[src/common/display_pkg.sv]
// Raster timing and framebuffer geometry for the reduced display.
// Imported by the timing generator, the framebuffer and the top level.
`default_nettype none

package display_pkg;

    // visible area, also the framebuffer size
    localparam int FB_WIDTH  = 64;
    localparam int FB_HEIGHT = 48;

    // horizontal timing in clocks
    localparam int H_TOTAL      = 80;
    localparam int H_SYNC_START = 68;  // first clock of hsync
    localparam int H_SYNC_END   = 75;  // first clock after hsync

    // vertical timing in lines
    localparam int V_TOTAL      = 52;
    localparam int V_SYNC_START = 49;  // first line of vsync
    localparam int V_SYNC_END   = 50;  // first line after vsync

    // framebuffer memory geometry
    localparam int FB_DEPTH = FB_WIDTH * FB_HEIGHT;
    localparam int FB_ADDRW = $clog2(FB_DEPTH);

    // raster counter wide enough for the longer axis
    localparam int RASTER_W = $clog2(H_TOTAL);

    typedef logic [RASTER_W-1:0] raster_t;  // screen position, unsigned
    typedef logic [FB_ADDRW-1:0] fb_addr_t;  // framebuffer word address

endpackage

`default_nettype wire
[src/rtl/display_timing.sv]
// Raster counters for the 80x52 timing, visible area in the top left 64x48.
// Sync, de and frame are decoded straight from the counters.
`timescale 1ns/1ns
`default_nettype none

module display_timing (
    input  wire logic        clk_100m,
    input  wire logic        rst,
    output display_pkg::raster_t sx,  // horizontal position
    output display_pkg::raster_t sy,  // vertical position
    output logic             hsync,
    output logic             vsync,
    output logic             de,
    output logic             frame
);
    import display_pkg::*;

    logic last_x, last_y;  // end of line / end of frame

    always_comb begin
        last_x = (sx == raster_t'(H_TOTAL - 1));
        last_y = (sy == raster_t'(V_TOTAL - 1));
    end

    always_ff @(posedge clk_100m) begin
        if (rst) begin
            sx <= '0;
            sy <= '0;
        end else if (last_x) begin
            sx <= '0;  // wrap to next line
            sy <= last_y ? '0 : sy + 1'b1;
        end else begin
            sx <= sx + 1'b1;
        end
    end

    // sync windows are half open, high from START up to END
    always_comb begin
        hsync = (sx >= raster_t'(H_SYNC_START)) && (sx < raster_t'(H_SYNC_END));
        vsync = (sy >= raster_t'(V_SYNC_START)) && (sy < raster_t'(V_SYNC_END));
        de    = (sx < raster_t'(FB_WIDTH)) && (sy < raster_t'(FB_HEIGHT));
        frame = (sx == '0) && (sy == '0);  // origin, once per frame
    end

endmodule

`default_nettype wire

[config.mk]
export PLATFORM = sky130hd
export DESIGN_NAME = display_timing
export DESIGN_NICKNAME = d
export VERILOG_FILES = /design/src/common/display_pkg.sv /design/src/rtl/display_timing.sv
export SDC_FILE = /design/constraint.sdc
export NUM_CORES = 1
export LEC_CHECK = 0
export CORE_AREA = 2 2 39 41
export CTS_BUF_LIST = sky130_fd_sc_hd__clkbuf_8
export CTS_CLUSTER_SIZE = 40
export DETAILED_ROUTE_END_ITERATION = 8
export DIE_AREA = 0 0 41 43
export DONT_BUFFER_PORTS = 1
export HOLD_SLACK_MARGIN = 0.12
export PLACE_DENSITY_LB_ADDON = 0.08
export SLEW_MARGIN = 20
export SYNTH_ARGS = -nofsm -noshare
export SYNTH_HDL_FRONTEND = slang
export SYNTH_SLANG_ARGS = --single-unit
[constraint.sdc]
create_clock -name clk_100m -period 3 [get_ports clk_100m]
set_clock_uncertainty 0.2 [all_clocks]
set_input_delay 0.15 -clock clk_100m [delete_from_list [all_inputs] [get_ports clk_100m]]
set_output_delay 0.15 -clock clk_100m [all_outputs]
set_load 0.01 [all_outputs]
Word-level counts from Yosys, hierarchy flattened
Cells that the tools add are included.
Storage, ports and cells
  output and inout port bits: 18
  input port bits: 2
  flip-flop bits (word level): 14
  logic and storage cells: 20
Operators by class
  reductions and logical operators: 7
  magnitude comparators: 6
  add/sub/neg operators: 2
  mux-type cells: 1
  eq/ne operators: 2
Operators with widths (number)
  7-bit by 1-bit adder with 7-bit output (second input constant): 2
  7-bit logical NOT: 2
  7-bit by 6-bit < comparator with 1-bit output (second input constant): 2
  7-bit < comparator (second input constant): 2
  7-bit by 6-bit == test with 1-bit output (second input constant): 1
  7-bit == test (second input constant): 1
  7-bit by 6-bit greater-or-equal comparator with 1-bit output (second input constant): 1
  7-bit greater-or-equal comparator (second input constant): 1
  7-bit two-way mux: 1
  1-bit logical AND: 4
  2-bit OR reduction: 1

Depth between registers and ports, before layout
  depth after elaboration: 2
  mapped depth: 7
  mapped depth without buffers: 5

Worst setup path after synthesis
OpenSTA, ideal clock, no wires.
  path type: register to register
  from: reg sx[0]
  to: reg sy[3]
  required time: 2.738 ns
  library setup time: 0.062 ns
  arrival: 1.443 ns
  buffers on the path: 2
  setup slack: 1.295 ns
  stages on the path, launching flop included: 8
  period minus slack after synthesis: 1.705 ns
  path through: dfxtp_1 > ha_1 > and3_4 > buf_6 > and2_4 > buf_6 > a31o_4 > nor2b_2
Between the ends
  longest elaborated chain between the ends: 1
RTL lines
  start: declaration: line display_timing.sv:9  | output display_pkg::raster_t sx,
  start signal: assignment: line display_timing.sv:33  | sx <= sx + 1'b1;
  7-bit == test: line display_timing.sv:21  | last_x = (sx == raster_t'(H_TOTAL - 1));
  end signal: assignment: line display_timing.sv:31  | sy <= last_y ? '0 : sy + 1'b1;
  end: declaration: line display_timing.sv:10  | output display_pkg::raster_t sy,
Every way passes these cells.
A chain may end at the register's enable or synchronous reset.

Worst setup path in the final report
  from: reg sy[5]
  to: out vsync
Between the ends
  longest elaborated chain between the ends: 2
  elaborated cells between the ends (all ways): 3
  those cells by class: order compare (2); reduce/logical (1)
RTL lines
  7-bit by 6-bit greater-or-equal comparator with 1-bit output or 7-bit by 6-bit < comparator with 1-bit output (tied branches): line display_timing.sv:40  | vsync = (sy >= raster_t'(V_SYNC_START)) && (sy < raster_t'(V_SYNC_END));
  1-bit logical AND *: line display_timing.sv:40
  end: declaration: line display_timing.sv:12  | output logic vsync,
Every way passes the cells marked *; elsewhere a longest branch is shown, timed or not.

==> metrics list <==
* Most common cell after layout, fill and taps aside: dfxtp_1
- In this run, the number of DRC markers left after iteration 0 of detailed routing was 12.
- Summed negative setup slack over all endpoints: 0 ns
- Most area-hungry cell type in the Yosys netlist: dfxtp_1
* Wire length of the first global-routing pass: 2400 µm
* Die Ht: 43 µm
- Core Rows: 14
- Number of setup buffers added after CTS: 0
- Instance count of the mapped netlist: 87
- Fill cells in the final layout number 132.
- The share of synthesized area in the top cell type comes to 0.358.
- The clock passes through at most 2 buffers.
* Number of antenna cells inserted: 0
- Worst-path fanout max: 5
* Cell variety after synth: 29
- Final Critical Period: 2.02 ns
- H-Tree Level Count: 1
- Total power for the finished layout comes to 0.000398 W.
* Total CTS buffers: 3
- Net count of the finished layout: 96
- Total area of multi-input combinational cells: 449 µm²
* Number of remaining DRC errors: 0
* Register bit total from synthesis: 14
* Critical-path cell list: nand2_1 -> nor4_1 -> nor3b_1
* Final setup violation count: 0
- The number of nets handed over by synthesis was 94.
* Hold Fails Final Rpt: 0
* Worst Setup Path Type: reg -> out
* Proportion of layout cells with a drive suffix above 1: 0.114
* DP HPWL: 1080 µm
* Critical R2R Launch: sx[0]$_SDFF_PP0_
- Worst relative slew slack: 0.629
* Per-cell via count in the routed design: 5.68
- Power spread over the standard cell area amounts to 475 nW/µm².
- In this run, post-CTS repair resized a total of 0 instances.
- The final layout contains routed wiring with a total length of 1410 µm.
- After floorplanning, the core was sized to cover 1380 µm².
- First-pass iteration count of the detailed router: 4
- Max Clk Rate: 496 MHz
- During synthesis, Yosys emitted a total of 0 warnings.
* Combined global-route utilization of all metal layers: 0.206
- The via count of the first global-routing pass was 564.
* Capture instance of the worst register-to-register path: sy[4]$_SDFFE_PP0N_
- Detailed-route via count: 591
* Overflow after GRT: 0
* Skew-Pair Late Insertion Delay: 0.25 ns
- The library cells used most frequently in the layout, excluding fill and tap cells, are dfxtp_1 (14), nor2_1 (9), inv_1 (6), xnor2_1 (6).
- The worst hold path belongs to the class reg -> reg.
- Final-layout worst hold slack: 0.371 ns
- The largest single stage delay on the critical path is 0.46 ns.
* Data arrival time at the worst-slack endpoint: 1.67 ns
- Transition time of the tightest slew-check pin: 0.551 ns
- Following the worst setup path forward leads to its endpoint at vsync.
* Count of pins on the block boundary: 20
- Clock root cell: clkbuf_8
- Combined area of all synthesized cells: 783 µm²
* Proportion of synthesized chip area in sequential cells: 0.358
- The critical path crosses 3 cells after its start point.
- IR Drop Worst-Case VDD: 0.000322 V
- CTS clock-pin slew for the worst setup and hold paths: 0.06 ns
* Leakage: 0.317 nW
- Tracing the worst setup path back leads to its startpoint at sy[5]$_SDFFE_PP0N_.
- Of the available clock period, the critical path in the final layout requires 0.672.
- Reg2Reg Depth: 5
- The largest individual stage delay along the critical path comes from the cell dfxtp_1.
- Final core utilization: 0.605
* R2R setup slack: 1.31 ns
- Sequential Area: 280 µm²
- Max-cap violations in this run came to 0.
* Routed WL per cell: 13.6 µm
* CTS tree: done
- Overall die width: 41 µm
- Input/output buffers: 0
- Setup repair after global routing left no endpoint under its margin.
* Top cells by area in the synthesized netlist: dfxtp_1 (36%), ha_1 (8.0%), xnor2_1 (6.7%), xor2_1 (4.5%), nor2_1 (4.3%)
- Avg Inst Size Synth: 9.00 µm²
* Top cell family by delay on the critical path: simple AND/OR/NAND/NOR gates
- Initial core utilization: 0.566
* Syn-to-layout area delta: 6.87%
- Routability cong.: 0.684
* Pre-CTS worst setup slack: 1.24 ns
* Count of final max-slew check failures: 0
- Category of the worst setup path launch point: register
- Together, buffers and inverters on the worst path number 0.
- Endpoint kind of the worst setup timing path: output port
* Hold-fix buffer count after cts: 1
* Number of antenna violations at the first check in global routing: 0
* Outcome: complete, no violations
* PnR worst setup slack: 0.984 ns
- The tree built by TritonCTS fans out to 14 sinks.
- The detail route stage leaves a number of antenna-violating nets equal to 0.
* Die outline area: 1760 µm²
- Required time worst endpoint: 2.65 ns
- Entering global routing, the biggest net connects 12 pins.
## sequential cells by signal, indices dropped and copies added, names as in the netlist
name and flops:
sx 7, sy 7
## power by group
group	internal [W]	switching [W]	leakage, nW
combinational	0.00000817	0.00000969	0.174
clock	0.000116	0.0000679	0.0288
sequential	0.000189	0.00000637	0.113
## routing by layer
layer / part of all wire / track usage / up-vias
li1: - / - / 300
met1: 0.44 / 0.244 / 267
met2: 0.45 / 0.300 / 19
met3: 0.080 / 0.0838 / 5
met4: 0.026 / 0.120 / 0
met5: 0 / 0 / -
## kinds of logic after synthesis
kind of cell,share of synthesized area
flops,0.358
buf+inv,0.0687
xor+xnor,0.112
compound gates,0.0671
fa+ha+maj,0.0799
simple gates,0.302
mux,0.0128
## metrics by stage
step,area (µm²),std cells
floorplan,783,87
global placement,772,99
detailed placement,772,99
CTS,837,104
global route,837,104
finish,837,104
## final cells by class
cell class                 count  share of cell area
timing repair buffer           1              0.0120
sequential                    14               0.335
multi-input combinational     63               0.537
clock buffer                   4              0.0658
inverter                       6              0.0269
tap                           16              0.0239
## cell usage after synthesis, drive strengths merged
| cell type | number |
|---|---|
| o21ai | 1 |
| nor2 | 9 |
| and3 | 3 |
| ha | 5 |
| and4bb | 1 |
| nand4 | 4 |
| nor4 | 3 |
| mux2i | 1 |
| a31oi | 1 |
| nand3 | 2 |
| nand2 | 3 |
| a21oi | 3 |
| dfxtp | 14 |
| xor2 | 4 |
| nor3b | 3 |
| buf | 3 |
| xnor2 | 6 |
| a41oi | 1 |
| nor2b | 1 |
| inv | 6 |
| nand2b | 2 |
| and2 | 4 |
| nor3 | 5 |
| a31o | 1 |
| clkbuf | 1 |
## how the worst min path moves through the flow
stage	from	end	slack [ns]	cells past startpoint
floorplan	rst	sy[3]$_SDFFE_PP0N_	0.12	2
global placement	rst	sy[6]$_SDFFE_PP0N_	0.02	1
detailed placement	rst	sy[6]$_SDFFE_PP0N_	0.03	1
CTS	sx[0]$_SDFF_PP0_	sx[0]$_SDFF_PP0_	0.38	1
global route	sx[0]$_SDFF_PP0_	sx[0]$_SDFF_PP0_	0.41	1
finish	sx[0]$_SDFF_PP0_	sx[0]$_SDFF_PP0_	0.37	1
Note: power is estimated with default switching activity, not from simulation.
