<file path="config.mk">
export PLATFORM = sky130hd
export DESIGN_NAME = draw_rectangle_flat
export DESIGN_NICKNAME = d
export VERILOG_FILES = /design/src/common/draw_pkg.sv /design/src/common/draw_if.sv /design/src/draw/draw_rectangle.sv /design/src/flat_wrapper.sv
export SDC_FILE = /design/constraint.sdc
export NUM_CORES = 1
export LEC_CHECK = 0
export BUFFER_PORTS_ARGS = -buffer_cell sky130_fd_sc_hd__buf_2
export CAP_MARGIN = 10
export CORE_MARGIN = 10
export CORE_UTILIZATION = 55
export DETAILED_ROUTE_END_ITERATION = 16
export PLACE_DENSITY = 0.8
export SETUP_SLACK_MARGIN = 0.3
export SYNTH_ARGS = -nofsm -noshare
export SYNTH_HDL_FRONTEND = slang
export SYNTH_SLANG_ARGS = --single-unit
</file>
<file path="constraint.sdc">
create_clock -name clk_100m -period 5 [get_ports clk_100m]
set_input_delay 0.25 -clock clk_100m [delete_from_list [all_inputs] [get_ports clk_100m]]
set_output_delay 0.25 -clock clk_100m [all_outputs]
set_load 0.02 [all_outputs]
</file>
<file path="src/common/draw_pkg.sv">
// Drawing types, the rectangle rule and the pacing constants.
// Imported by the shape interfaces, the sequencer, the drawer and the framebuffer.
`default_nettype none

package draw_pkg;

    localparam int CORDW = 16;  // drawing coordinate width

    typedef logic signed [CORDW-1:0] coord_t;  // may go off screen
    typedef logic [3:0] cidx_t;  // colour index, 0 is background

    // shape run
    localparam int SHAPE_CNT = 8;
    typedef logic [$clog2(SHAPE_CNT)-1:0] shape_id_t;

    // rectangle i spans (X0+i*STEP, Y0+i*STEP) to (X1-i*STEP, Y1-i*STEP)
    localparam int RECT_X0   = 8;
    localparam int RECT_Y0   = 4;
    localparam int RECT_X1   = 55;
    localparam int RECT_Y1   = 43;
    localparam int RECT_STEP = 1;  // shrink per shape on each side

    // pacing
    localparam int FRAME_WAIT = 2;  // frames before drawing starts
    localparam int PIX_FRAME  = 200;  // enabled cycles per frame

    typedef logic [$clog2(FRAME_WAIT+1)-1:0] wait_cnt_t;  // saturates at FRAME_WAIT
    typedef logic [$clog2(PIX_FRAME+1)-1:0] pix_cnt_t;  // stops at PIX_FRAME

endpackage

`default_nettype wire

</file>
<file path="src/common/draw_if.sv">
// Shape command and pixel write interfaces inside the drawing path.
// shape_if runs sequencer to drawer, pixel_if runs drawer to framebuffer.
`timescale 1ns/1ns
`default_nettype none

interface shape_if;
    import draw_pkg::*;

    logic   start;  // one-cycle pulse, drawer idle
    coord_t x0, y0, x1, y1;  // corners, stable start..done
    cidx_t  cidx;  // outline colour
    logic   oe;  // level, drawer may advance
    logic   drawing;  // pixel valid this cycle
    logic   done;  // one-cycle pulse after last pixel

    modport issue (output start, x0, y0, x1, y1, cidx, oe, input drawing, done);
    modport exec  (input start, x0, y0, x1, y1, cidx, oe, output drawing, done);
endinterface

interface pixel_if;
    import draw_pkg::*;

    coord_t x, y;  // unclipped pixel position
    cidx_t  cidx;
    logic   we;  // write strobe

    modport src  (output x, y, cidx, we);
    modport sink (input x, y, cidx, we);
endinterface

`default_nettype wire

</file>
<file path="src/draw/draw_rectangle.sv">
// Walks the outline of one rectangle, one pixel per cycle with oe high.
// Order is top, bottom, left then right edge, corners may be hit twice.
`timescale 1ns/1ns
`default_nettype none

module draw_rectangle (
    input  wire logic clk_100m,
    input  wire logic rst,
    shape_if.exec     shp,
    pixel_if.src      pix
);
    import draw_pkg::*;

    typedef enum logic [2:0] {IDLE, TOP, BOTTOM, LEFT, RIGHT} state_t;

    state_t state;
    coord_t x0, y0, x1, y1;  // corners latched on start
    coord_t x, y;  // current pixel
    cidx_t  cidx;
    logic   end_x, end_y;  // reached far end of edge

    always_comb begin
        end_x = (x == x1);
        end_y = (y == y1);
    end

    // control
    always_ff @(posedge clk_100m) begin
        if (rst) begin
            state    <= IDLE;
            shp.done <= 1'b0;
        end else begin
            shp.done <= 1'b0;
            case (state)
                IDLE:    if (shp.start) state <= TOP;
                TOP:     if (shp.oe && end_x) state <= BOTTOM;
                BOTTOM:  if (shp.oe && end_x) state <= LEFT;
                LEFT:    if (shp.oe && end_y) state <= RIGHT;
                RIGHT: begin
                    if (shp.oe && end_y) begin
                        state    <= IDLE;
                        shp.done <= 1'b1;  // last pixel written this cycle
                    end
                end
                default: state <= IDLE;
            endcase
        end
    end

    // datapath, position only moves on oe
    always_ff @(posedge clk_100m) begin
        if (state == IDLE) begin
            if (shp.start) begin
                x0   <= shp.x0;
                y0   <= shp.y0;
                x1   <= shp.x1;
                y1   <= shp.y1;
                cidx <= shp.cidx;
                x    <= shp.x0;  // top left first
                y    <= shp.y0;
            end
        end else if (shp.oe) begin
            case (state)
                TOP: begin
                    if (end_x) begin
                        x <= x0;  // jump to bottom left
                        y <= y1;
                    end else begin
                        x <= x + coord_t'(1);
                    end
                end
                BOTTOM: begin
                    if (end_x) begin
                        x <= x0;  // back to top left
                        y <= y0;
                    end else begin
                        x <= x + coord_t'(1);
                    end
                end
                LEFT: begin
                    if (end_y) begin
                        x <= x1;  // top right
                        y <= y0;
                    end else begin
                        y <= y + coord_t'(1);
                    end
                end
                RIGHT:   if (!end_y) y <= y + coord_t'(1);
                default: x <= x;
            endcase
        end
    end

    always_comb begin
        shp.drawing = (state != IDLE) && shp.oe;
        pix.we      = shp.drawing;
        pix.x       = x;
        pix.y       = y;
        pix.cidx    = cidx;
    end

endmodule

`default_nettype wire

</file>
<file path="src/flat_wrapper.sv">
// flat-port wrapper written by rule: the top's interface ports become plain ports
module draw_rectangle_flat import draw_pkg::*;
  (clk_100m, rst, shp_start, shp_x0, shp_y0, shp_x1, shp_y1, shp_cidx, shp_oe, shp_drawing, shp_done, pix_x, pix_y, pix_cidx, pix_we);
  shape_if shp_i ();
  pixel_if pix_i ();
  input  wire logic clk_100m;
  input  wire logic rst;
  input wire logic [$bits(shp_i.start)-1:0] shp_start;
  input wire logic [$bits(shp_i.x0)-1:0] shp_x0;
  input wire logic [$bits(shp_i.y0)-1:0] shp_y0;
  input wire logic [$bits(shp_i.x1)-1:0] shp_x1;
  input wire logic [$bits(shp_i.y1)-1:0] shp_y1;
  input wire logic [$bits(shp_i.cidx)-1:0] shp_cidx;
  input wire logic [$bits(shp_i.oe)-1:0] shp_oe;
  output wire logic [$bits(shp_i.drawing)-1:0] shp_drawing;
  output wire logic [$bits(shp_i.done)-1:0] shp_done;
  output wire logic [$bits(pix_i.x)-1:0] pix_x;
  output wire logic [$bits(pix_i.y)-1:0] pix_y;
  output wire logic [$bits(pix_i.cidx)-1:0] pix_cidx;
  output wire logic [$bits(pix_i.we)-1:0] pix_we;
  assign shp_i.start = shp_start;
  assign shp_i.x0 = shp_x0;
  assign shp_i.y0 = shp_y0;
  assign shp_i.x1 = shp_x1;
  assign shp_i.y1 = shp_y1;
  assign shp_i.cidx = shp_cidx;
  assign shp_i.oe = shp_oe;
  assign shp_drawing = shp_i.drawing;
  assign shp_done = shp_i.done;
  assign pix_x = pix_i.x;
  assign pix_y = pix_i.y;
  assign pix_cidx = pix_i.cidx;
  assign pix_we = pix_i.we;
  draw_rectangle u_core (.clk_100m(clk_100m), .rst(rst), .shp(shp_i), .pix(pix_i));
endmodule
</file>
---- Word-level counts from Yosys, hierarchy flattened ----
Index checks and enable logic that the tools add are counted.
storage, ports and cells
  flip-flop bits (word level) ............. 104
  bits of input ports ..................... 72
  output and inout port bits .............. 39
  logic and storage cells ................. 62
cells by class
  add/sub/neg operators ................... 2
  equality and inequality tests ........... 15
  multiplexer cells ....................... 21
  bitwise operators ....................... 1
  reductions and logical operators ........ 14
operators by type and width
  kind                                                  number
  2-to-1 mux 16 bit                                     12
  case mux 16 bit (4 select lines)                      1
  adder 16 x 2 -> 16 bit (second input constant)        2
  equality test 16 bit                                  2
  case mux 16 bit (2 select lines)                      1
  2-to-1 mux 3 bit                                      5
  case mux 3 bit (5 select lines)                       1
  != test 3 x 1 -> 1 bit (second input constant)        3
  != test 2 x 1 -> 1 bit (second input constant)        4
  equality test 3 x 2 -> 1 bit (second input constant)  2
  AND reduction 6 bit                                   1
  nonzero test 3 bit                                    2
  AND reduction 5 bit                                   1
  nonzero test 5 bit                                    1
  AND reduction 4 bit                                   1
  OR reduction 2 bit                                    2
  equality test 3 x 1 -> 1 bit (second input constant)  1
  equality test 3 bit (second input constant)           1
  logical AND 1 bit                                     3
  logical NOT 3 bit                                     1
  != test 3 bit (second input constant)                 1
  != test 2 bit (second input constant)                 1
  AND reduction 2 bit                                   1
  nonzero test 2 bit                                    1
  other kinds (2)                                       2

---- Logic depth before layout (Yosys ltp) ----
  depth in word-level cells ............... 5
  gate-level depth with buffers ........... 8
  mapped depth without buffers ............ 7

---- Worst setup path after synthesis ----
OpenSTA, ideal clock, no wires.
  kind .................................... flip-flop to flip-flop
  from .................................... register u_core.state[1]
  to ...................................... register u_core.x[0], in the netlist u_core.pix.x[0], enable pin
  library setup time ...................... 0.414 ns
  data arrival time ....................... 4.130 ns
  data required time ...................... 4.586 ns
  slack ................................... 0.455 ns
  stages on the path, launching flop included .. 7
  buffers on the path ..................... 2
  clock period less this slack ............ 4.545 ns
  cell sequence ........................... dfxtp_1 -> buf_2 -> nor2_1 -> clkbuf_1 -> and3_1 -> nor2_1 -> a211oi_1
on the way
  word-level cells in the longest chain between the ends .. 4
  elaborated cells between the ends (all ways) .. 10
RTL lines
  element                                                                              RTL line              RTL
  start: declaration                                                                   draw_rectangle.sv:16  state_t state;
  start signal: assignment                                                             draw_rectangle.sv:30  state <= IDLE;
  start signal: assignment                                                             draw_rectangle.sv:35  IDLE: if (shp.start) state <= TOP;
  start signal: assignment                                                             draw_rectangle.sv:36  TOP: if (shp.oe && end_x) state <= BOTTOM;
  equality test 3 x 1 -> 1 bit / equality test 3 x 2 -> 1 bit (equally long branches)  draw_rectangle.sv:63  case (state)
  OR reduction 2 bit (no source line)                                                  --
  nonzero test 3 bit (no source line)                                                  --
  AND reduction 4 bit (no source line) *                                               --
  end signal: assignment                                                               draw_rectangle.sv:59  x <= shp.x0;
  end signal: assignment                                                               draw_rectangle.sv:69  x <= x + coord_t'(1);
  end signal: assignment                                                               draw_rectangle.sv:77  x <= x + coord_t'(1);
  end: declaration                                                                     draw_rectangle.sv:18  coord_t x, y;
Every way passes the cells marked *; elsewhere a longest branch is shown, timed or not.
A chain may end at the register's enable or synchronous reset.

---- Final worst setup path ----
  from .................................... register u_core.state[0]
  to ...................................... register u_core.x[2], in the netlist u_core.pix.x[2], enable pin
The elaborated chain is that of the path after synthesis.

==> impl_results.md <==
* Vias in the first global route at 3887
* Fin util at 65.2%
* Post-CTS Hold Buffers at 0
* Maximum fanout along the worst path at 40
* HPWL after detailed placement at 9620 um
* Post-synth EDFFs at 100
* Post-synth top area share at 58.3%
* Top cell by count, worst path: nor2_1
* Fin. max-slew vios at 0
* Initial Util at 56.1%
* Setup total negative slack at 0 ns
* Placed Area at 0.00581 mm2
* CTS resizes at 0
* P_int at 2.11 mW
* P_sw at 1.57 mW
* Std-Cell Core Area at 0.00920 mm2
* Async S/R FF share, synth at 0%
* FF+latch area at 0.00308 mm2
* CTS clk-pin slew, worst paths at 0.11 ns
* Cell leakage power at 2.37 nW
* Final Hold Viols at 0
* Vias/cell at 6.17
* Mux contribution to synthesized area at 3.13%
* Most common cell after layout, fill and taps aside: buf_2
* Fill cell count at 738
* CTS Buf Count at 9
* Pwr per Cell Area at 613 mW/mm2
* Slew @ Worst Pin at 0.969 ns
* Tcrit/Tclk final at 63.2%
* Simple-gate share of the synthesized area at 10.5%
* Sw frac at 42.8%
* CP Class: flip-flop to flip-flop
* Final GP Congestion at 0.910
* Critical Path End Type: flip-flop
* Sequential area share after synthesis at 59.8%
* Synth Area in XOR/XNOR at 10.4%
* Most frequent cells in the layout: buf_2, edfxtp_1, xor2_1
* Die footprint at 0.0136 mm2
* Max Fclk at 317 MHz
* Area of the multi-input gates at 0.00197 mm2
* Largest net degree at the start of global routing at 41
* DR WL/cell at 20.7 um
* Die Y at 117 um
* Final net count at 607
* CP peak stage delay at 0.96 ns
* Yosys top cell by area: edfxtp_1
* Cells after Synth at 426
* IO Port Bufs at 110
* Antenna violations before repair at 1
* Slowest CP cell: and3_2
* Area Overhead vs Synth at 16.4%
* Unrepaired setup endpoints after global routing: no
* Max Root-Sink Buffers at 2
* Mapped Area at 0.00515 mm2
* Min-delay worst type: input port to flip-flop
* Worst R2R Setup Slack at 1.84 ns
* Prevailing post-synth register cell: edfxtp_1
* CP required at 5.06 ns
* Synth Area in Compound Gates at 13.6%
* Buf/Inv on CP at 1
* Hold Path Stages at 1
* Ranking of synthesized cells by area: edfxtp_1, xor2_1, xnor2_1
* Hold endpoint: u_core.pix.cidx[3]
* Site row count at 35
* Reg2reg path depth at 5
* Largest family of logic cells by synthesized area: compound AO/OA/AOI/OAI gates
* Layout cells sized above 1 at 25.5%
* CTS tree: built
* Combinational fraction of design power at 40.4%
* Arrival @ worst endpoint at 3.22 ns
* Ys Warns at 0
* CP startpoint kind: flip-flop
* Clock share of power at 13.6%
* Post-Route WL at 13400 um
* Slew headroom at 35.4%
* Worst skew pair latency at 0.38 ns
* DRT antenna net count at 0
* Worst clock skew at 0.0159 ns
* WHS at 0.0339 ns
* Maxcap violations at 0
* Mapped Nets at 500
* Synth Area in Adders at 0.485%
* Top delay family on crit path: simple AND/OR/NAND/NOR gates
* All-layer global routing usage at 19.6%
* Initial DRC count at 408
* Status: finished, final reports clean
* Remaining Overflow, GRT at 0
* Peak supply drop at 276 uV
* Root Driver: clkbuf_8
* Io pins at 111
* Clk sinks at 104
* Worst hold start: shp_cidx[3]
* Die width at 117 um
* Syn avg cell area at 12.1 um2
* Post-route DRC violation count at 0
* Synth Register Bits at 104
* Worst r2r src: u_core.state[0]
* # Post-CTS Setup Buffers at 0
* Total vias in the final route at 4012
* Final design area excluding fillers at 0.00600 mm2
* Register share of total power at 45.9%
* R2r endpoint: u_core.pix.x[2]
* First-pass GRT wire length at 20600 um
* TritonRoute pass-1 iters at 5
* Synth unique cells at 46
* Finish-stage setup viols at 0
* Worst path cell trace: nor2_1 > and3_2 > nor2_1 > a211oi_2 > buf_4
* Period minus WS final at 3.16 ns
* H-tree depth at 3
==> power by group through the flow <==
stage	clock [mW]	sequential, mW	combinational, mW
after floorplan	0	1.79	0.878
after global placement	0	1.68	1.45
after detailed placement	0	1.70	1.48
after CTS	0.508	1.68	1.49
after global routing	0.541	1.73	1.63
final	0.502	1.69	1.49
==> state kept, by name (all words and copies together) (netlist names) <==
register         flops
u_core.x0           16
u_core.pix.y        16
u_core.state         3
u_core.pix.x        16
u_core.pix.cidx      4
u_core.shp.done      1
u_core.x1           16
u_core.y0           16
u_core.y1           16
==> synthesized netlist by cell type, types with 4 or more instances <==
master and n:
edfxtp_1 100, xor2_1 42, nand2_1 36, o21ai_0 29, a21oi_1 25, nor2_1 20, xnor2_1 19, mux2i_1 15
nand3_1 15, clkbuf_1 11, nor4_1 10, and3_1 8, nand4_1 8, a22oi_1 7, buf_2 7, nor3_1 6
o21a_1 6, inv_1 5, o211ai_1 5, a21o_1 4, a221o_1 4, a22o_1 4, a32oi_1 4, dfxtp_1 4
==> worst register-to-register path: stages, from the launching register on <==
cell and delay, ns:
dfxtp_1 0.54, nor2_1 0.65, and3_2 0.96, nor2_1 0.18, a211oi_2 0.23, buf_4 0.29
==> cell type report <==
| type | count | area share [%] |
|---|---|---|
| Multi-Input combinational cell | 297 | 32.9 |
| Clock buffer | 9 | 2.06 |
| Clock inverter | 7 | 1.04 |
| Sequential cell | 104 | 51.4 |
| Timing Repair Buffer | 116 | 9.93 |
| Inverter | 5 | 0.313 |
| Tap cell | 111 | 2.31 |
| Antenna cell | 1 | 0.0417 |
==> per-layer routing <==
metal,wire length [um],track usage [%]
met5,8,0
met2,6480,31.6
met3,1190,4.74
met1,5500,25.3
met4,259,6.51
==> worst max-delay path by stage <==
stage	startpoint	endpoint	slack, ns	cells after the start
floorplan	u_core.state[1]	u_core.pix.x[0]	0.46	6
global placement	u_core.state[0]	u_core.pix.x[5]	1.96	5
detailed placement	u_core.state[0]	u_core.pix.x[5]	1.88	5
CTS	u_core.state[0]	u_core.pix.x[1]	1.88	5
global route	u_core.state[0]	u_core.pix.x[11]	1.58	5
finish	u_core.state[0]	u_core.pix.x[2]	1.84	5
==> cells by family after synthesis <==
logic type                 after synthesis
adders and majority gates                2
AOI/OAI and AO/OA                      106
DFF                                    104
xor gates and xnor gates                61
buffers and inverters                   25
and+or+nand+nor                        112
muxes                                   16
==> metrics by stage <==
step	worst slack (ns)	std cells	power, mW
global route	1.58	649	3.90
global placement	1.96	633	3.13
detailed placement	1.88	633	3.18
finish	1.84	650	3.68
floorplan	0.455	426	2.66
CTS	1.88	649	3.68
No activity file was read; power rests on OpenSTA's default activity.
