**config.mk**
```make
export PLATFORM = sky130hd
export DESIGN_NAME = shape_sequencer_flat
export DESIGN_NICKNAME = d
export VERILOG_FILES = /design/src/common/draw_pkg.sv /design/src/common/draw_if.sv /design/src/draw/shape_sequencer.sv /design/src/flat_wrapper.sv
export SDC_FILE = /design/constraint.sdc
export NUM_CORES = 1
export LEC_CHECK = 0
export BUFFER_PORTS_ARGS = -buffer_cell sky130_fd_sc_hd__buf_4
export CAP_MARGIN = 25
export CORE_MARGIN = 5
export CORE_UTILIZATION = 43
export DETAILED_ROUTE_END_ITERATION = 6
export GPL_ROUTABILITY_DRIVEN = 0
export GPL_TIMING_DRIVEN = 0
export PLACE_DENSITY = 0.8
export SYNTH_ARGS = -nofsm -noshare
export SYNTH_HDL_FRONTEND = slang
export SYNTH_SLANG_ARGS = --single-unit
```
**constraint.sdc**
```tcl
create_clock -name clk_100m -period 2.04 [get_ports clk_100m]
set_clock_uncertainty 0.05 [all_clocks]
set_input_delay 0.204 -clock clk_100m [delete_from_list [all_inputs] [get_ports clk_100m]]
set_output_delay 0.204 -clock clk_100m [all_outputs]
set_load 0.02 [all_outputs]
```
**src/common/draw_pkg.sv**
```systemverilog
// Drawing types, the rectangle rule and the pacing constants.
// Imported by the shape interfaces, the sequencer, the drawer and the framebuffer.
`default_nettype none

package draw_pkg;

    localparam int CORDW = 16;  // drawing coordinate width

    typedef logic signed [CORDW-1:0] coord_t;  // may go off screen
    typedef logic [3:0] cidx_t;  // colour index, 0 is background

    // shape run
    localparam int SHAPE_CNT = 8;
    typedef logic [$clog2(SHAPE_CNT)-1:0] shape_id_t;

    // rectangle i spans (X0+i*STEP, Y0+i*STEP) to (X1-i*STEP, Y1-i*STEP)
    localparam int RECT_X0   = 8;
    localparam int RECT_Y0   = 4;
    localparam int RECT_X1   = 55;
    localparam int RECT_Y1   = 43;
    localparam int RECT_STEP = 1;  // shrink per shape on each side

    // pacing
    localparam int FRAME_WAIT = 2;  // frames before drawing starts
    localparam int PIX_FRAME  = 200;  // enabled cycles per frame

    typedef logic [$clog2(FRAME_WAIT+1)-1:0] wait_cnt_t;  // saturates at FRAME_WAIT
    typedef logic [$clog2(PIX_FRAME+1)-1:0] pix_cnt_t;  // stops at PIX_FRAME

endpackage

`default_nettype wire

```
**src/common/draw_if.sv**
```systemverilog
// Shape command and pixel write interfaces inside the drawing path.
// shape_if runs sequencer to drawer, pixel_if runs drawer to framebuffer.
`timescale 1ns/1ns
`default_nettype none

interface shape_if;
    import draw_pkg::*;

    logic   start;  // one-cycle pulse, drawer idle
    coord_t x0, y0, x1, y1;  // corners, stable start..done
    cidx_t  cidx;  // outline colour
    logic   oe;  // level, drawer may advance
    logic   drawing;  // pixel valid this cycle
    logic   done;  // one-cycle pulse after last pixel

    modport issue (output start, x0, y0, x1, y1, cidx, oe, input drawing, done);
    modport exec  (input start, x0, y0, x1, y1, cidx, oe, output drawing, done);
endinterface


`default_nettype wire

```
**src/draw/shape_sequencer.sv**
```systemverilog
// Steps through the rectangle run and decodes each shape's corners and colour.
// Also meters drawing with the frame wait and the per-frame pixel budget.
`timescale 1ns/1ns
`default_nettype none

module shape_sequencer (
    input  wire logic clk_100m,
    input  wire logic rst,
    input  wire logic frame,  // start of frame from raster
    shape_if.issue    shp,
    output logic      all_done  // level, whole run finished
);
    import draw_pkg::*;

    typedef enum logic [1:0] {IDLE, INIT, DRAW, DONE} state_t;

    state_t    state;
    shape_id_t shape_id;  // current rectangle
    wait_cnt_t cnt_wait;  // frames passed, saturating
    pix_cnt_t  cnt_pix;  // enabled cycles this frame
    logic      wait_over;
    logic      last_shape;

    always_comb last_shape = (shape_id == shape_id_t'(SHAPE_CNT - 1));

    always_ff @(posedge clk_100m) begin
        if (rst) begin
            state    <= IDLE;
            shape_id <= '0;
        end else begin
            case (state)
                IDLE: if (frame) state <= INIT;  // first shape on first frame
                INIT: state <= DRAW;  // start goes out here
                DRAW: begin
                    if (shp.done) begin
                        if (last_shape) begin
                            state <= DONE;
                        end else begin
                            shape_id <= shape_id + 1'b1;
                            state    <= INIT;
                        end
                    end
                end
                default: state <= DONE;  // stays until reset
            endcase
        end
    end

    // decode, stable while shape_id holds
    always_comb begin
        shp.start = (state == INIT);
        shp.x0    = coord_t'(RECT_X0 + RECT_STEP * int'(shape_id));
        shp.y0    = coord_t'(RECT_Y0 + RECT_STEP * int'(shape_id));
        shp.x1    = coord_t'(RECT_X1 - RECT_STEP * int'(shape_id));
        shp.y1    = coord_t'(RECT_Y1 - RECT_STEP * int'(shape_id));
        shp.cidx  = cidx_t'(shape_id) + cidx_t'(1);  // skip background 0
        all_done  = (state == DONE);
    end

    // pacing: frame wait then a budget of enabled cycles per frame
    always_ff @(posedge clk_100m) begin
        if (rst) begin
            cnt_wait <= '0;
            cnt_pix  <= '0;
        end else if (frame) begin
            cnt_pix <= shp.oe ? pix_cnt_t'(1) : '0;  // frame cycle is in the new frame
            if (!wait_over && state != IDLE) begin
                cnt_wait <= cnt_wait + 1'b1;  // pulse after frame 0 began ends a frame
            end
        end else if (shp.oe) begin
            cnt_pix <= cnt_pix + 1'b1;
        end
    end

    always_comb begin
        wait_over = (cnt_wait == wait_cnt_t'(FRAME_WAIT));
        shp.oe    = wait_over && (cnt_pix != pix_cnt_t'(PIX_FRAME));
    end

endmodule

`default_nettype wire

```
**src/flat_wrapper.sv**
```systemverilog
// flat-port wrapper written by rule: the top's interface ports become plain ports
module shape_sequencer_flat import draw_pkg::*;
  (clk_100m, rst, frame, all_done, shp_start, shp_x0, shp_y0, shp_x1, shp_y1, shp_cidx, shp_oe, shp_drawing, shp_done);
  shape_if shp_i ();
  input  wire logic clk_100m;
  input  wire logic rst;
  input  wire logic frame;
  output logic all_done;
  output wire logic [$bits(shp_i.start)-1:0] shp_start;
  output wire logic [$bits(shp_i.x0)-1:0] shp_x0;
  output wire logic [$bits(shp_i.y0)-1:0] shp_y0;
  output wire logic [$bits(shp_i.x1)-1:0] shp_x1;
  output wire logic [$bits(shp_i.y1)-1:0] shp_y1;
  output wire logic [$bits(shp_i.cidx)-1:0] shp_cidx;
  output wire logic [$bits(shp_i.oe)-1:0] shp_oe;
  input wire logic [$bits(shp_i.drawing)-1:0] shp_drawing;
  input wire logic [$bits(shp_i.done)-1:0] shp_done;
  assign shp_start = shp_i.start;
  assign shp_x0 = shp_i.x0;
  assign shp_y0 = shp_i.y0;
  assign shp_x1 = shp_i.x1;
  assign shp_y1 = shp_i.y1;
  assign shp_cidx = shp_i.cidx;
  assign shp_oe = shp_i.oe;
  assign shp_i.drawing = shp_drawing;
  assign shp_i.done = shp_done;
  shape_sequencer u_core (.clk_100m(clk_100m), .rst(rst), .frame(frame), .shp(shp_i), .all_done(all_done));
endmodule
```
; ---- Word level (Yosys, flattened, before mapping)
; Cells that the tools add are included.
[totals]
register_bits = 15
word_cells = 37
[op_classes]
eq_ne = 8
addsub = 8
n_mux = 7
bitwise_logic = 1
reduce_logical = 9
[op_table]
columns = operator, n
row1 = $mux W8, 2
row2 = $sub A6 B3 Y7 const A, 2
row3 = $add A8 B1 Y8 const B, 1
row4 = $ne A8 B8 Y1 const B, 1
row5 = $eq A2 B2 Y1 const B, 3
row6 = $mux W2, 3
row7 = $pmux W2 S3, 1
row8 = $add A4 B3 Y5 const A, 1
row9 = $add A3 B1 Y4 const B, 1
row10 = $add A3 B3 Y4 const A, 1
row11 = $ne A2 B2 Y1 const B, 2
row12 = $reduce_and A2 Y1, 2
row13 = $reduce_bool A2 Y1, 2
row14 = $add A3 B1 Y3 const B, 1
row15 = $eq A3 B3 Y1 const B, 1
row16 = $reduce_and A3 Y1, 1
row17 = $add A2 B1 Y2 const B, 1
row18 = $eq A2 B1 Y1 const B, 1
row19 = $logic_and A1 B1 Y1, 2
row20 = $logic_not A2 Y1, 1
row21 = $logic_not A1 Y1, 1
row22 = $mux W1, 1
row23 = $not A1 Y1, 1

; ---- Logic depth before layout (Yosys ltp)
; Gate-level depths: netlist of run 1.
[depth]
ltp_word = 4
mapped_depth = 5
depth_no_buf = 5

; ---- Worst setup path after synthesis of run 1
; OpenSTA, ideal clock, no wires.
[synth_timing]
kind = reg2reg
from = register u_core.cnt_pix[0]
to = register u_core.cnt_pix[0]
t_required_ns = 1.869
arrival_ns = 1.490
path_slack_ns = 0.379
synth_period_minus_slack_ns = 1.661
setup_time_ns = 0.121
path_stages_with_launch = 6
n_path_buf = 0
cell_sequence = dfxtp_1 -> inv_1 -> ha_1 -> and4b_1 -> a21boi_2 -> mux2_2
[synth_via]
elab_chain_len = 4
elab_cells_between_ends = 7
cone_classes = 1 x add/sub / 1 x eq/ne / 3 x mux / 2 x reduce/logical
[synth_rtl]
columns = item, line_no
row1 = "start, declared", shape_sequencer.sv:20  ; pix_cnt_t cnt_pix;
row2 = "start signal, assigned", shape_sequencer.sv:66  ; cnt_pix <= shp.oe ? pix_cnt_t'(1) : '0;
row3 = "start signal, assigned", shape_sequencer.sv:71  ; cnt_pix <= cnt_pix + 1'b1;
row4 = $ne A8 B8 Y1 (*), shape_sequencer.sv:77  ; shp.oe = wait_over && (cnt_pix != pix_cnt_t'(PIX_FRAME));
row5 = $logic_and A1 B1 Y1 (*), shape_sequencer.sv:77
row6 = named net shp_oe, flat_wrapper.sv:15  ; output wire logic [$bits(shp_i.oe)-1:0] shp_oe;
row7 = $mux W1, shape_sequencer.sv:66
row8 = $mux W8, shape_sequencer.sv:65  ; end else if (frame) begin
; The timed path passes the listed nets; every way through them passes the cells marked *. The select of a mux whose other input is x is not followed.
; A chain may end at the register's enable or synchronous reset.

; ---- Worst setup path in the final report of run 1
[layout_timing]
from = register u_core.cnt_pix[0]
to = output port shp_oe
[layout_via]
elab_chain_len = 2
[layout_rtl]
columns = item, line_no
row1 = $ne A8 B8 Y1, shape_sequencer.sv:77
row2 = $logic_and A1 B1 Y1, shape_sequencer.sv:77
row3 = "end, declared", flat_wrapper.sv:15
; No other way between the ends.

==> summary by stage, run 1 <==
Outcome
The run finished with clean final reports.

Cells and area
The share of final-layout standard cells stronger than drive strength 1 is 0.414. The final non-filler cell total is 253. For this run, the post-layout net count is 233.

The repair_antennas step left the layout with diodes totalling 0. For this run, the share of the core covered by cells in the final layout is 0.602. The number of filler cells placed in the layout is 257. Across the whole layout, storage elements account for 300 um2. The post-synthesis to final-layout area growth is 34.8%. The final design instance area without fill is 1650 um2. The area of combinational cells with multiple inputs is 621 um2.

Drt
The routed design has 2220 um of wire. The total number of vias is 973. After detailed routing, the number of remaining DRC violations is 0. The routed length per instance is 8.78 um.

The number of optimization iterations in the first detailed-route pass is 4. After detailed routing, the number of vias per cell comes to 3.85. In this run the remaining antenna-violating nets after routing total 0. In this run, the number of DRC markers left after iteration 0 of detailed routing was 14.

Yosys
The cell taking the most area after synthesis is sky130_fd_sc_hd__buf_4. The netlist area before placement is 1220 um2. The share of synthesized area in the top cell type comes to 0.363. The number of warnings reported in the yosys synthesis log is 0. By area the synthesized netlist is led by sky130_fd_sc_hd__buf_4, sky130_fd_sc_hd__dfxtp_1, sky130_fd_sc_hd__ha_1. Synthesis inferred 15 register bits. Synthesis produced 146 cells. The register area share after synthesis is 0.246.

The number of distinct library cells after synthesis is 35. The post-synthesis area per instance is 8.36 um2.

Global routing
The wire length of the first global-routing pass is 3760 um. The pin count of the biggest net entering global routing is 11. The total grt overflow is 0. The initial antenna violation count came to 0. The global-route total usage across every layer is 0.109. The number of global-route vias before repair came to 849.

Power
Across the VDD grid, the largest voltage drop is 0.000299 V. The power density over the cells is 439 nW/um2. Summed over all cells, the static leakage comes to 0.893 nW. The design draws 0.723 mW.

Timing
Setup repair after global routing left no endpoint under its margin. For the final routed database, the setup TNS stands at 0 ns. The hold violation count in the final report is 0.

The final hold slack is 0.112 ns. The number of max-slew violations in the final report is 0. In the finished design, the share of the clock period the worst path needs comes to 0.916. After layout, the worst setup slack is 0.172 ns. Setup violations remaining at the end of the flow were counted as 0. For this run, the top clock speed supported by timing is 535 MHz.

The clock period minus worst slack is 1.87 ns.

Setup path
STA classifies the critical path startpoint as a flip-flop. STA classifies the critical path endpoint as an output pin. The startpoint-to-endpoint class of the critical path is reg -> out. Along the worst path, the maximum fanout reaches 6. The required time of the worst setup path is 1.79 ns. The largest stage delay on the critical path is 0.44 ns. Walking the worst path, the cells encountered are inv_1, ha_1, and4b_1, a21boi_2, buf_4.

The critical path data arrival time is 1.61 ns. The library cell contributing the largest single delay on the critical path is sky130_fd_sc_hd__dfxtp_1.

Placement
After detailed placement, the total cell area comes to 1620 um2. The post-placement worst setup slack is 0.413 ns. After legalization and detailed placement, the total HPWL measured 1930 um. Counting tap cells, the placed design contains a total of 249 instances. The quantity of I/O buffers inserted on ports is 24.

Clock network
The later pin in the worst-skew pair is clocked with a latency of 0.27 ns. After clock tree synthesis, the repair step resized 0 gates. The number of setup buffers added after CTS is 0.

The number of buffers inserted for hold repair after clock tree synthesis is 0. The total clock buffers created by CTS is 3. TritonCTS built the clock tree. The root buffer cell chosen for the clock tree is sky130_fd_sc_hd__clkbuf_4. Clock tree synthesis found a total of 15 sinks. The CTS clock-pin slew for the worst setup and hold paths is 0.09 ns. The clock passes through at most 2 buffers.

The depth of the CTS H-tree is 1.

Floorplan
The die outline area is 4010 um2. After floorplanning, the core was sized to cover 2730 um2. The die is 63.3 um tall. The floorplan step set the die width to 63.3 um. The number of top-level pins is 76. The initial utilization of the core area, before any placement, comes to 0.447.

The number of rows created at floorplan is 19.

Worst hold path
The path class of the tightest hold or removal check is in -> reg.

Flow run
The number of violations of the max-capacitance limit is 0.
final cells by class:
type,count,share of cell area
tap,31,0.0236
multi-input combinational,110,0.377
timing repair buffer,24,0.109
inverter,9,0.0205
sequential,15,0.182
clock buffer,4,0.0160
buffer,60,0.271
registers in the layout (all words and copies together) (netlist names):
| register | cells |
|---|---|
| u_core.cnt_pix | 8 |
| u_core.shape_id | 3 |
| u_core.cnt_wait | 2 |
| u_core.state | 2 |
cells in the final DEF (no fill, tap or decap), types with 2 or more instances in the layout:
cell type,n
sky130_fd_sc_hd__nand3_1,2
sky130_fd_sc_hd__nor3_1,4
sky130_fd_sc_hd__a21oi_1,5
sky130_fd_sc_hd__dfxtp_1,15
sky130_fd_sc_hd__xor2_1,2
sky130_fd_sc_hd__buf_4,83
sky130_fd_sc_hd__o21ai_0,2
sky130_fd_sc_hd__inv_1,9
sky130_fd_sc_hd__o311ai_0,2
sky130_fd_sc_hd__nand2_1,5
sky130_fd_sc_hd__mux2i_1,3
sky130_fd_sc_hd__nand4_1,2
sky130_fd_sc_hd__o41ai_1,2
sky130_fd_sc_hd__ha_1,5
sky130_fd_sc_hd__or2_2,2
sky130_fd_sc_hd__conb_1,50
sky130_fd_sc_hd__or3_1,3
sky130_fd_sc_hd__clkbuf_1,2
sky130_fd_sc_hd__clkbuf_4,3
sky130_fd_sc_hd__nor2_1,5
synth_stat cells, drive strengths merged:
library cell  number
dfxtp             15
or2                2
and2               1
mux2i              3
nand4              3
mux2               1
a311oi             1
nor2b              1
buf               59
nor2               5
nand2              5
a21boi             3
a211o              1
or3                3
nor3b              1
nand2b             1
nand3              2
a21o               1
o41ai              2
clkbuf             1
conb               2
and2b              1
xnor2              1
o21ai              2
inv                9
and4b              1
a21oi              5
and4bb             1
o311ai             2
nor3               4
ha                 5
xor2               2
worst paths after layout:
check	start	cells after the start	slack, ns	to
min	frame	2	0.11	u_core.cnt_pix[3]$_SDFFE_PP0P_
min reg2reg	u_core.cnt_pix[5]$_SDFFE_PP0P_	2	0.47	u_core.cnt_pix[5]$_SDFFE_PP0P_
max reg2reg	u_core.cnt_pix[0]$_SDFFE_PP0P_	5	0.38	u_core.cnt_pix[0]$_SDFFE_PP0P_
max	u_core.cnt_pix[0]$_SDFFE_PP0P_	5	0.17	shp_oe
kinds of logic (layout without fill, tap and decap cells):
| logic type | after synthesis | in the layout | synth area share |
|---|---|---|---|
| AOI/OAI and AO/OA | 17 | 17 | 0.100 |
| xor gates and xnor gates | 3 | 3 | 0.0215 |
| adders and majority gates | 5 | 5 | 0.0512 |
| buffers and inverters | 69 | 97 | 0.393 |
| DFF | 15 | 15 | 0.246 |
| muxes | 4 | 4 | 0.0338 |
| other | 2 | 50 | 0.00615 |
| and+or+nand+nor | 31 | 31 | 0.148 |
power breakdown:
group | switching (mW) | internal (mW)
combinational | 0.141 | 0.106
sequential | 0.00865 | 0.302
clock | 0.0906 | 0.0755
total | 0.240 | 0.483
worst max-delay path, delay by kind of cell (launching register included):
family                   cells  cell delay, ns
AO/OA/AOI/OAI                1            0.23
adder cells (fa/ha/maj)      1            0.20
buffers and inverters        2            0.28
flip-flops                   1            0.44
AND/OR/NAND/NOR              1            0.19
per-layer routing:
metal	track usage	part of all wire	wire (um)
met2	0.177	0.50	1120
met1	0.148	0.43	958
met5	0	0	0
met4	0.0442	0.012	27
met3	0.00888	0.051	113
(Power assumes the default switching activity.)
==> run 2, diff against run 1 <==
Settings changed: ABC_AREA set to 1, PLACE_DENSITY 0.8 to 0.79.
==> run 2 against run 1 <==
Compared with the run above:
- worst setup slack improved by 0.20 ns
- utilization grew 0.39 points
- via count grew 11%
- count of clock-buffer cells in the layout is the same
- sequential cell count did not move
- final area is 3.3% higher
- die area is 3.7% higher
- sequential power decreased by 1%
- hold slack got worse by 0.061 ns
- wire length up 2.8%
- maximum frequency rose by 12%
- clock power increased by 6%
- largest cell class unchanged
- largest power group unchanged
==> summary by stage, run 2 <==
Global routing
The wire length of the first global-routing pass is 3910 um. The number of global-route vias before repair is 965. The pin count of the biggest net entering global routing is 11.

The total overflow left after global routing is 0. The initial antenna violation count is 0. The global-route total usage across every layer is 0.112.

Timing
Setup repair after global routing left no endpoint under its margin. The pin slew with the least headroom to its limit is 0.514 ns. The worst slew slack as a fraction of its limit is 0.656. For the final routed database, the setup TNS stands at 0 ns. In the finished design, the share of the clock period the worst path needs comes to 0.818. The clock period minus worst slack is 1.67 ns. The number of max-slew violations in the final report is 0. The hold violation count in the final report is 0. The number of failing setup endpoints in the final timing report is 0. The maximum clock rate is 599 MHz.

Drt
In the final routed layout, each cell accounts on average for 7.90 um. The detailed router finished its first iteration with 9 violations. After detailed routing, the number of vias per cell comes to 3.73. The count of nets left with antenna violations once routing finished came out at 0. The sum of routed wire length over all layers is 2280 um. The total number of vias is 1078. For this run, design rule violations remaining after detail routing come to 0. The number of optimization iterations in the first detailed-route pass is 4.

Clock network
Counting along the longest clock path gives a buffer depth of 2. Counting the buffers created by CTS gives 3. Clock tree synthesis found a total of 15 sinks. The depth of the CTS H-tree is 1.

The total of cells resized after clock tree synthesis is 0. The later pin in the worst-skew pair is clocked with a latency of 0.28 ns. Clock tree synthesis selected as its root buffer the cell sky130_fd_sc_hd__clkbuf_4. The CTS clock-pin slew for the worst setup and hold paths is 0.09 ns. The number of buffers inserted for hold repair after clock tree synthesis is 0. TritonCTS built the clock tree.

The number of setup buffers added after CTS is 0.

Cells and area
The number of flip-flops under the largest register name is 8. The number of filler cells placed in the layout is 286. The library cells used most frequently in the layout, excluding fill and tap cells, are sky130_fd_sc_hd__buf_4, sky130_fd_sc_hd__conb_1, sky130_fd_sc_hd__nand2_1. After the last flow step, the layout net total stands at 269. The leading cell type in the layout, fill and taps excluded is sky130_fd_sc_hd__buf_4. The register with the most flip-flops in the final layout is u_core.cnt_pix. In the final layout, the registers with the most flip-flops are u_core.cnt_pix (8), u_core.shape_id (3). Of the cells placed in the final design, the portion with a size suffix greater than 1 is 0.364. 0 antenna diodes ended up in the layout.

The area growth from synthesis to layout is 33.4%. The final non-filler cell total is 289.

Setup path
STA classifies the critical path startpoint as a flip-flop. STA puts the critical path data required time at 1.79 ns. The highest fanout seen on the critical path is 10. STA classifies the critical path endpoint as an output pin.

The critical path in this run is classified as reg -> out. The largest stage delay on the critical path is 0.33 ns. Among all stages on the critical path, the largest delay is contributed by sky130_fd_sc_hd__dfxtp_1. For the worst setup path, the data arrival time is 1.42 ns. The cell family contributing the most delay on the critical path is simple AND/OR/NAND/NOR gates.

Traced cell by cell, the critical path runs through inv_1, ha_1, inv_1, nor2_2, nand2_4, nand2_4, inv_4, buf_4. Together, buffers and inverters on the worst path number 4.

Yosys
The count of mapped cells out of synthesis is 182. The largest total area in the synthesized netlist belongs to sky130_fd_sc_hd__buf_4. The number of flops mapped to enable cells by yosys is 0. The most numerous cell in the Yosys netlist is sky130_fd_sc_hd__buf_4. The register area share after synthesis is 0.236. The number of distinct library cells after synthesis is 20. The synthesis-stage register bit count is 15.

The fraction of synthesized cell area taken by the top area cell type is 0.347. By area the synthesized netlist is led by sky130_fd_sc_hd__buf_4, sky130_fd_sc_hd__dfxtp_1, sky130_fd_sc_hd__nand2_1. The Yosys step of the flow raised 0 warnings. The most common flop cell mapped by yosys is sky130_fd_sc_hd__dfxtp_1. Counting instances in the post-synthesis netlist gives the leading cell types as sky130_fd_sc_hd__buf_4, sky130_fd_sc_hd__nand2_1, sky130_fd_sc_hd__inv_1. After synthesis, the share of flip-flops with an asynchronous set or reset is 0. Each instance of the synthesized netlist takes up on average 7.01 um2. In this run the cell area of the synthesized design comes to 1270 um2.

Power
The peak ir drop on the vdd network is 0.000252 V. In this run the static leakage power is 0.993 nW. The power density over the cells is 427 nW/um2.

Floorplan
From left edge to right edge, the die measures 64.5 um. In this run the count of I/O pins placed on the die edge is 76. After floorplanning, the core was divided into 19 placement rows. The effective utilization at floorplan is 0.455. The die outline area is 4150 um2.

The vertical die dimension is 64.5 um. In this run the standard cell core region covers 2810 um2.

Placement
The half-perimeter wire length after placement is 1940 um. The total instance count after detailed placement is 285. The quantity of I/O buffers inserted on ports is 24.

Outcome
The run finished with clean final reports.

Flow run
The tool flagged a number of max-cap violations equal to 0.

Worst hold path
The path class of the tightest hold or removal check is in -> reg.
-- run 2: cell types whose count changed after synthesis, sizes merged, moves of 3 or more --
| cell | previous run | this run |
|---|---|---|
| nand2 | 5 | 28 |
| nor2 | 5 | 22 |
| inv | 9 | 22 |
| nand3 | 2 | 8 |
| o21ai | 2 | 6 |
| a21boi | 3 | 0 |
| mux2i | 3 | 0 |
| or3 | 3 | 0 |
-- run 2: path summary, 6_finish.rpt --
check / startpoint / depth (start not counted) / end / slack (ns)
worst max-delay path: u_core.cnt_pix[0]$_SDFFE_PP0P_ / 8 / shp_oe / 0.37
worst min-delay path: rst / 2 / u_core.state[0]$_SDFFE_PP0P_ / 0.05
worst max register to register: u_core.shape_id[0]$_SDFFE_PP0P_ / 6 / u_core.shape_id[0]$_SDFFE_PP0P_ / 0.50
worst min register to register: u_core.cnt_wait[1]$_SDFFE_PP0P_ / 2 / u_core.cnt_wait[1]$_SDFFE_PP0P_ / 0.42
-- run 2: kinds of logic (layout without fill, tap and decap cells) --
group	count (synthesis)	in the layout	synth area share
other cells	2	50	0.00589
fa+ha+maj	5	5	0.0491
compound gates	12	12	0.0471
flops	15	15	0.236
buf+inv	82	110	0.425
simple gates	66	66	0.237
-- run 2: stage by stage --
stage | area (um2) | total power [mW] | utilization | worst slack [ns] | hold slack, ns
global placement | 1670 | 0.553 | 0.597 | 0.525 | 0.353
CTS | 1700 | 0.727 | 0.606 | 0.358 | 0.0481
global route | 1700 | 0.769 | 0.606 | 0.238 | 0.0545
finish | 1700 | 0.727 | 0.606 | 0.371 | 0.0509
floorplan | 1460 | 0.520 | - | 0.539 | 0.223
detailed placement | 1670 | 0.554 | 0.597 | 0.492 | 0.352
-- run 2: area by class of cell --
| class | instances | area, um2 | area share |
|---|---|---|---|
| tap | 31 | 38.8 | 0.0228 |
| sequential | 15 | 300 | 0.177 |
| inverter | 22 | 85.1 | 0.0500 |
| clock buffer | 4 | 26.3 | 0.0155 |
| buffer | 60 | 457 | 0.269 |
| timing repair buffer | 24 | 180 | 0.106 |
| multi-input combinational | 133 | 613 | 0.361 |
-- run 2: where the power goes --
group          switching, mW  leakage, nW  total, mW  internal (mW)
clock network         0.0998       0.0150      0.176         0.0759
logic                  0.143        0.856      0.245          0.102
registers            0.00616        0.121      0.306          0.300
-- run 2: routing by layer --
layer,GRT usage,up-vias,part of all wire
li1,-,599,-
met1,0.135,431,0.43
met2,0.186,44,0.46
met3,0.0432,4,0.097
met4,0.0317,0,0.0088
met5,0,-,0
==> run 3, diff against run 2 <==
Settings changed: CORE_UTILIZATION 43 to 39, PLACE_DENSITY 0.79 to 0.76.
Clock period 2.04 ns to 1.51 ns, I/O delays scaled along.
==> run 3 against run 2 <==
Compared with the run above:
- total power grew 40%
- combinational power grew 44%
- non-clock buffer count increased by 7
- worst setup slack worse by 0.35 ns
- wire length grew 13%
- count of clock-buffer cells in the layout is 1 lower
- hold slack improved by 0.024 ns
- sequential cell count did not move
- sequential power is 36% higher
- critical endpoint unchanged
==> summary by stage, run 3 (synthesized netlist as in run 2, its figures left out) <==
Clock network
TritonCTS built the clock tree. The total clock buffers created by CTS is 3. The buffer levels on the longest clock path is 2.

Clock-pin slew was measured on the worst setup and hold paths at 0.11 ns. The later-pin clock latency in the skew report is 0.30 ns. The clock net sink count is 15. CTS built an H-tree with a depth of 1.

The clock root buffer is sky130_fd_sc_hd__clkbuf_4.

Drt
The ratio of routed vias to standard cells is 3.62. The final routed DRC violation total is 0. The total number of vias is 1119. The post-detailed-route count of antenna-violating nets is 0. The routed length per instance is 8.35 um. The count of routing violations after the opening detailed-route iteration is 45. The number of optimization iterations in the first detailed-route pass is 3.

Summed over all layers, the routed wires come to 2580 um.

Flow run
The number of violations of the max-capacitance limit is 0.

Timing
For this run, the top clock speed supported by timing is 671 MHz. Counting I/O delays and the setup requirement, the final critical path takes 1.49 ns. Setup violations remaining at the end of the flow were counted as 0. Hold is met by 0.0747 ns. Setup slack closes at 0.0195 ns.

The hold violation count in the final report is 0. The part of the cycle the worst path needs is 0.987. Setup repair after global routing could not meet its margin everywhere. The number of max-slew violations in the final report was 0.

Placement
Detailed placement finished with a half-perimeter wire length of 1970 um. The quantity of I/O buffers inserted on ports is 24. The post-placement worst setup slack is -0.0589 ns.

Global routing
For this run, global-route usage on met2 was measured as 0.178. The total grt overflow is 0. The initial antenna violation count was 0. In the global route stage, met1 resource usage came out at 0.125. The most utilized layer in the global route result is met2. The pin count of the biggest net entering global routing is 11.

The number of global-route vias before repair is 918. For this run, the total global-route usage over all layers was measured as 0.106. In the global route stage, met3 resource usage came out at 0.0399.

The first global-routing pass estimated 3780 um of wire.

Worst hold path
The class of the most critical hold timing path is in -> reg.

Setup path
The endpoint type of the worst setup path is an output pin. STA classifies the critical path startpoint as a flip-flop. The required time of the worst setup path is 1.31 ns. STA puts the critical path data arrival time at 1.29 ns.

The critical path in this run is classified as reg -> out. Of all nets on the critical path, the largest fanout is 4.

Cells and area
The leading cell type in the layout, fill and taps excluded is sky130_fd_sc_hd__buf_4. The number of antenna diodes is 0. The register with the most flip-flops in the final layout is u_core.cnt_pix. The share of final-layout standard cells stronger than drive strength 1 is 0.445. The number of nets at the end of the flow is 276. The post-synthesis to final-layout area growth is 46.9%. The register with the most flip-flops in the layout has 8 of them. Summing all multi-input logic gate instances after layout gives 701 um2. The filler cells instantiated in the layout total 300. The largest registers in the layout are u_core.cnt_pix (8), u_core.shape_id (3). The library cells used most frequently in the layout, excluding fill and tap cells, are sky130_fd_sc_hd__buf_4, sky130_fd_sc_hd__conb_1, sky130_fd_sc_hd__nand2_1. The register cell area after layout is 308 um2.

Power
Of the total power, combinational logic draws 0.347. The switching component of the power is 0.361 mW. For this design the ratio of total power to cell area is 542 nW/um2. The share of total power in the clock network is 0.244. The leakage power is 1.03 nW. The internal power summed over all cells is 0.654 mW. Of the total power, the share spent switching nets is 0.355. IR analysis of the VDD net gives a maximum drop of 0.000288 V. The sequential share of power is 0.410.

Floorplan
The die outline area is 4510 um2. The number of rows created at floorplan is 20. During I/O placement, the number of pins put on the boundary was 76. For this configuration, the core starts out at a cell density of 0.411. The vertical die dimension is 67.2 um.

The die is 67.2 um wide. The core footprint is 3100 um2.

Outcome
The run finished with clean final reports.
[run 3: cell types whose count changed in the layout (fill, tap and decap cells not counted), sizes merged]
cell,change
clkbuf,-2
clkinv,+1
dlygate4sd3,+1
buf,+7
[run 3: layout make-up]
class / count / share of cell area
repair buffers: 31 / 0.128
multi-input cells: 133 / 0.374
plain buffers: 60 / 0.244
flip-flops and latches: 15 / 0.164
well taps: 44 / 0.0294
inverters: 22 / 0.0454
clock buffers: 3 / 0.0120
clock inverters: 1 / 0.00267
[run 3: critical path, stage by stage (launching register included)]
cell and delay, ns:
sky130_fd_sc_hd__dfxtp_2 0.34, sky130_fd_sc_hd__inv_2 0.07, sky130_fd_sc_hd__ha_4 0.13, sky130_fd_sc_hd__inv_2 0.04
sky130_fd_sc_hd__nor2_4 0.11, sky130_fd_sc_hd__nand2_4 0.06, sky130_fd_sc_hd__nand2_4 0.09, sky130_fd_sc_hd__inv_4 0.04
sky130_fd_sc_hd__buf_6 0.12
[run 3: metrics by stage]
| step | cell area (um2) | setup TNS [ns] | power [mW] | utilization | std cells |
|---|---|---|---|---|---|
| finish | 1870 | 0 | 1.01 | 0.604 | 309 |
| global route | 1870 | -0.103 | 1.07 | 0.604 | 309 |
| CTS | 1750 | -0.0252 | 0.991 | 0.563 | 304 |
| detailed placement | 1690 | -0.149 | 0.749 | 0.545 | 298 |
| global placement | 1690 | 0 | 0.747 | 0.545 | 298 |
| floorplan | 1460 | 0 | 0.702 | - | 230 |
[run 3: worst paths after layout]
check	start	endpoint	slack (ns)	cells after the start
max reg2reg	u_core.shape_id[1]$_SDFFE_PP0P_	u_core.shape_id[1]$_SDFFE_PP0P_	0.07	6
max	u_core.cnt_pix[1]$_SDFFE_PP0P_	shp_oe	0.02	8
min	frame	u_core.state[0]$_SDFFE_PP0P_	0.07	3
min reg2reg	u_core.cnt_wait[1]$_SDFFE_PP0P_	u_core.cnt_wait[1]$_SDFFE_PP0P_	0.47	2
[run 3: timing repair]
item / CTS / global route
endpoints found under the setup margin: 4 / 5
hold buffers: 1 / 0
pin swaps: 3 / 6
setup buffers: 1 / 5
gates resized for setup: 4 / 25
endpoints found under the hold margin: 3 / 0
[run 3: power by group through the flow]
stage	clock network, mW	registers [mW]	logic [mW]
2_1_floorplan	0	0.424	0.278
5_1_grt	0.274	0.418	0.381
4_1_cts	0.247	0.414	0.330
3_3_place_gp	0	0.422	0.325
6_report	0.247	0.416	0.352
3_5_place_dp	0	0.423	0.326
[run 3: routing by layer]
metal,share of wire,vias to the layer above
met5,0,-
met4,0.0097,0
met3,0.095,4
met2,0.49,44
met1,0.40,457
li1,-,614
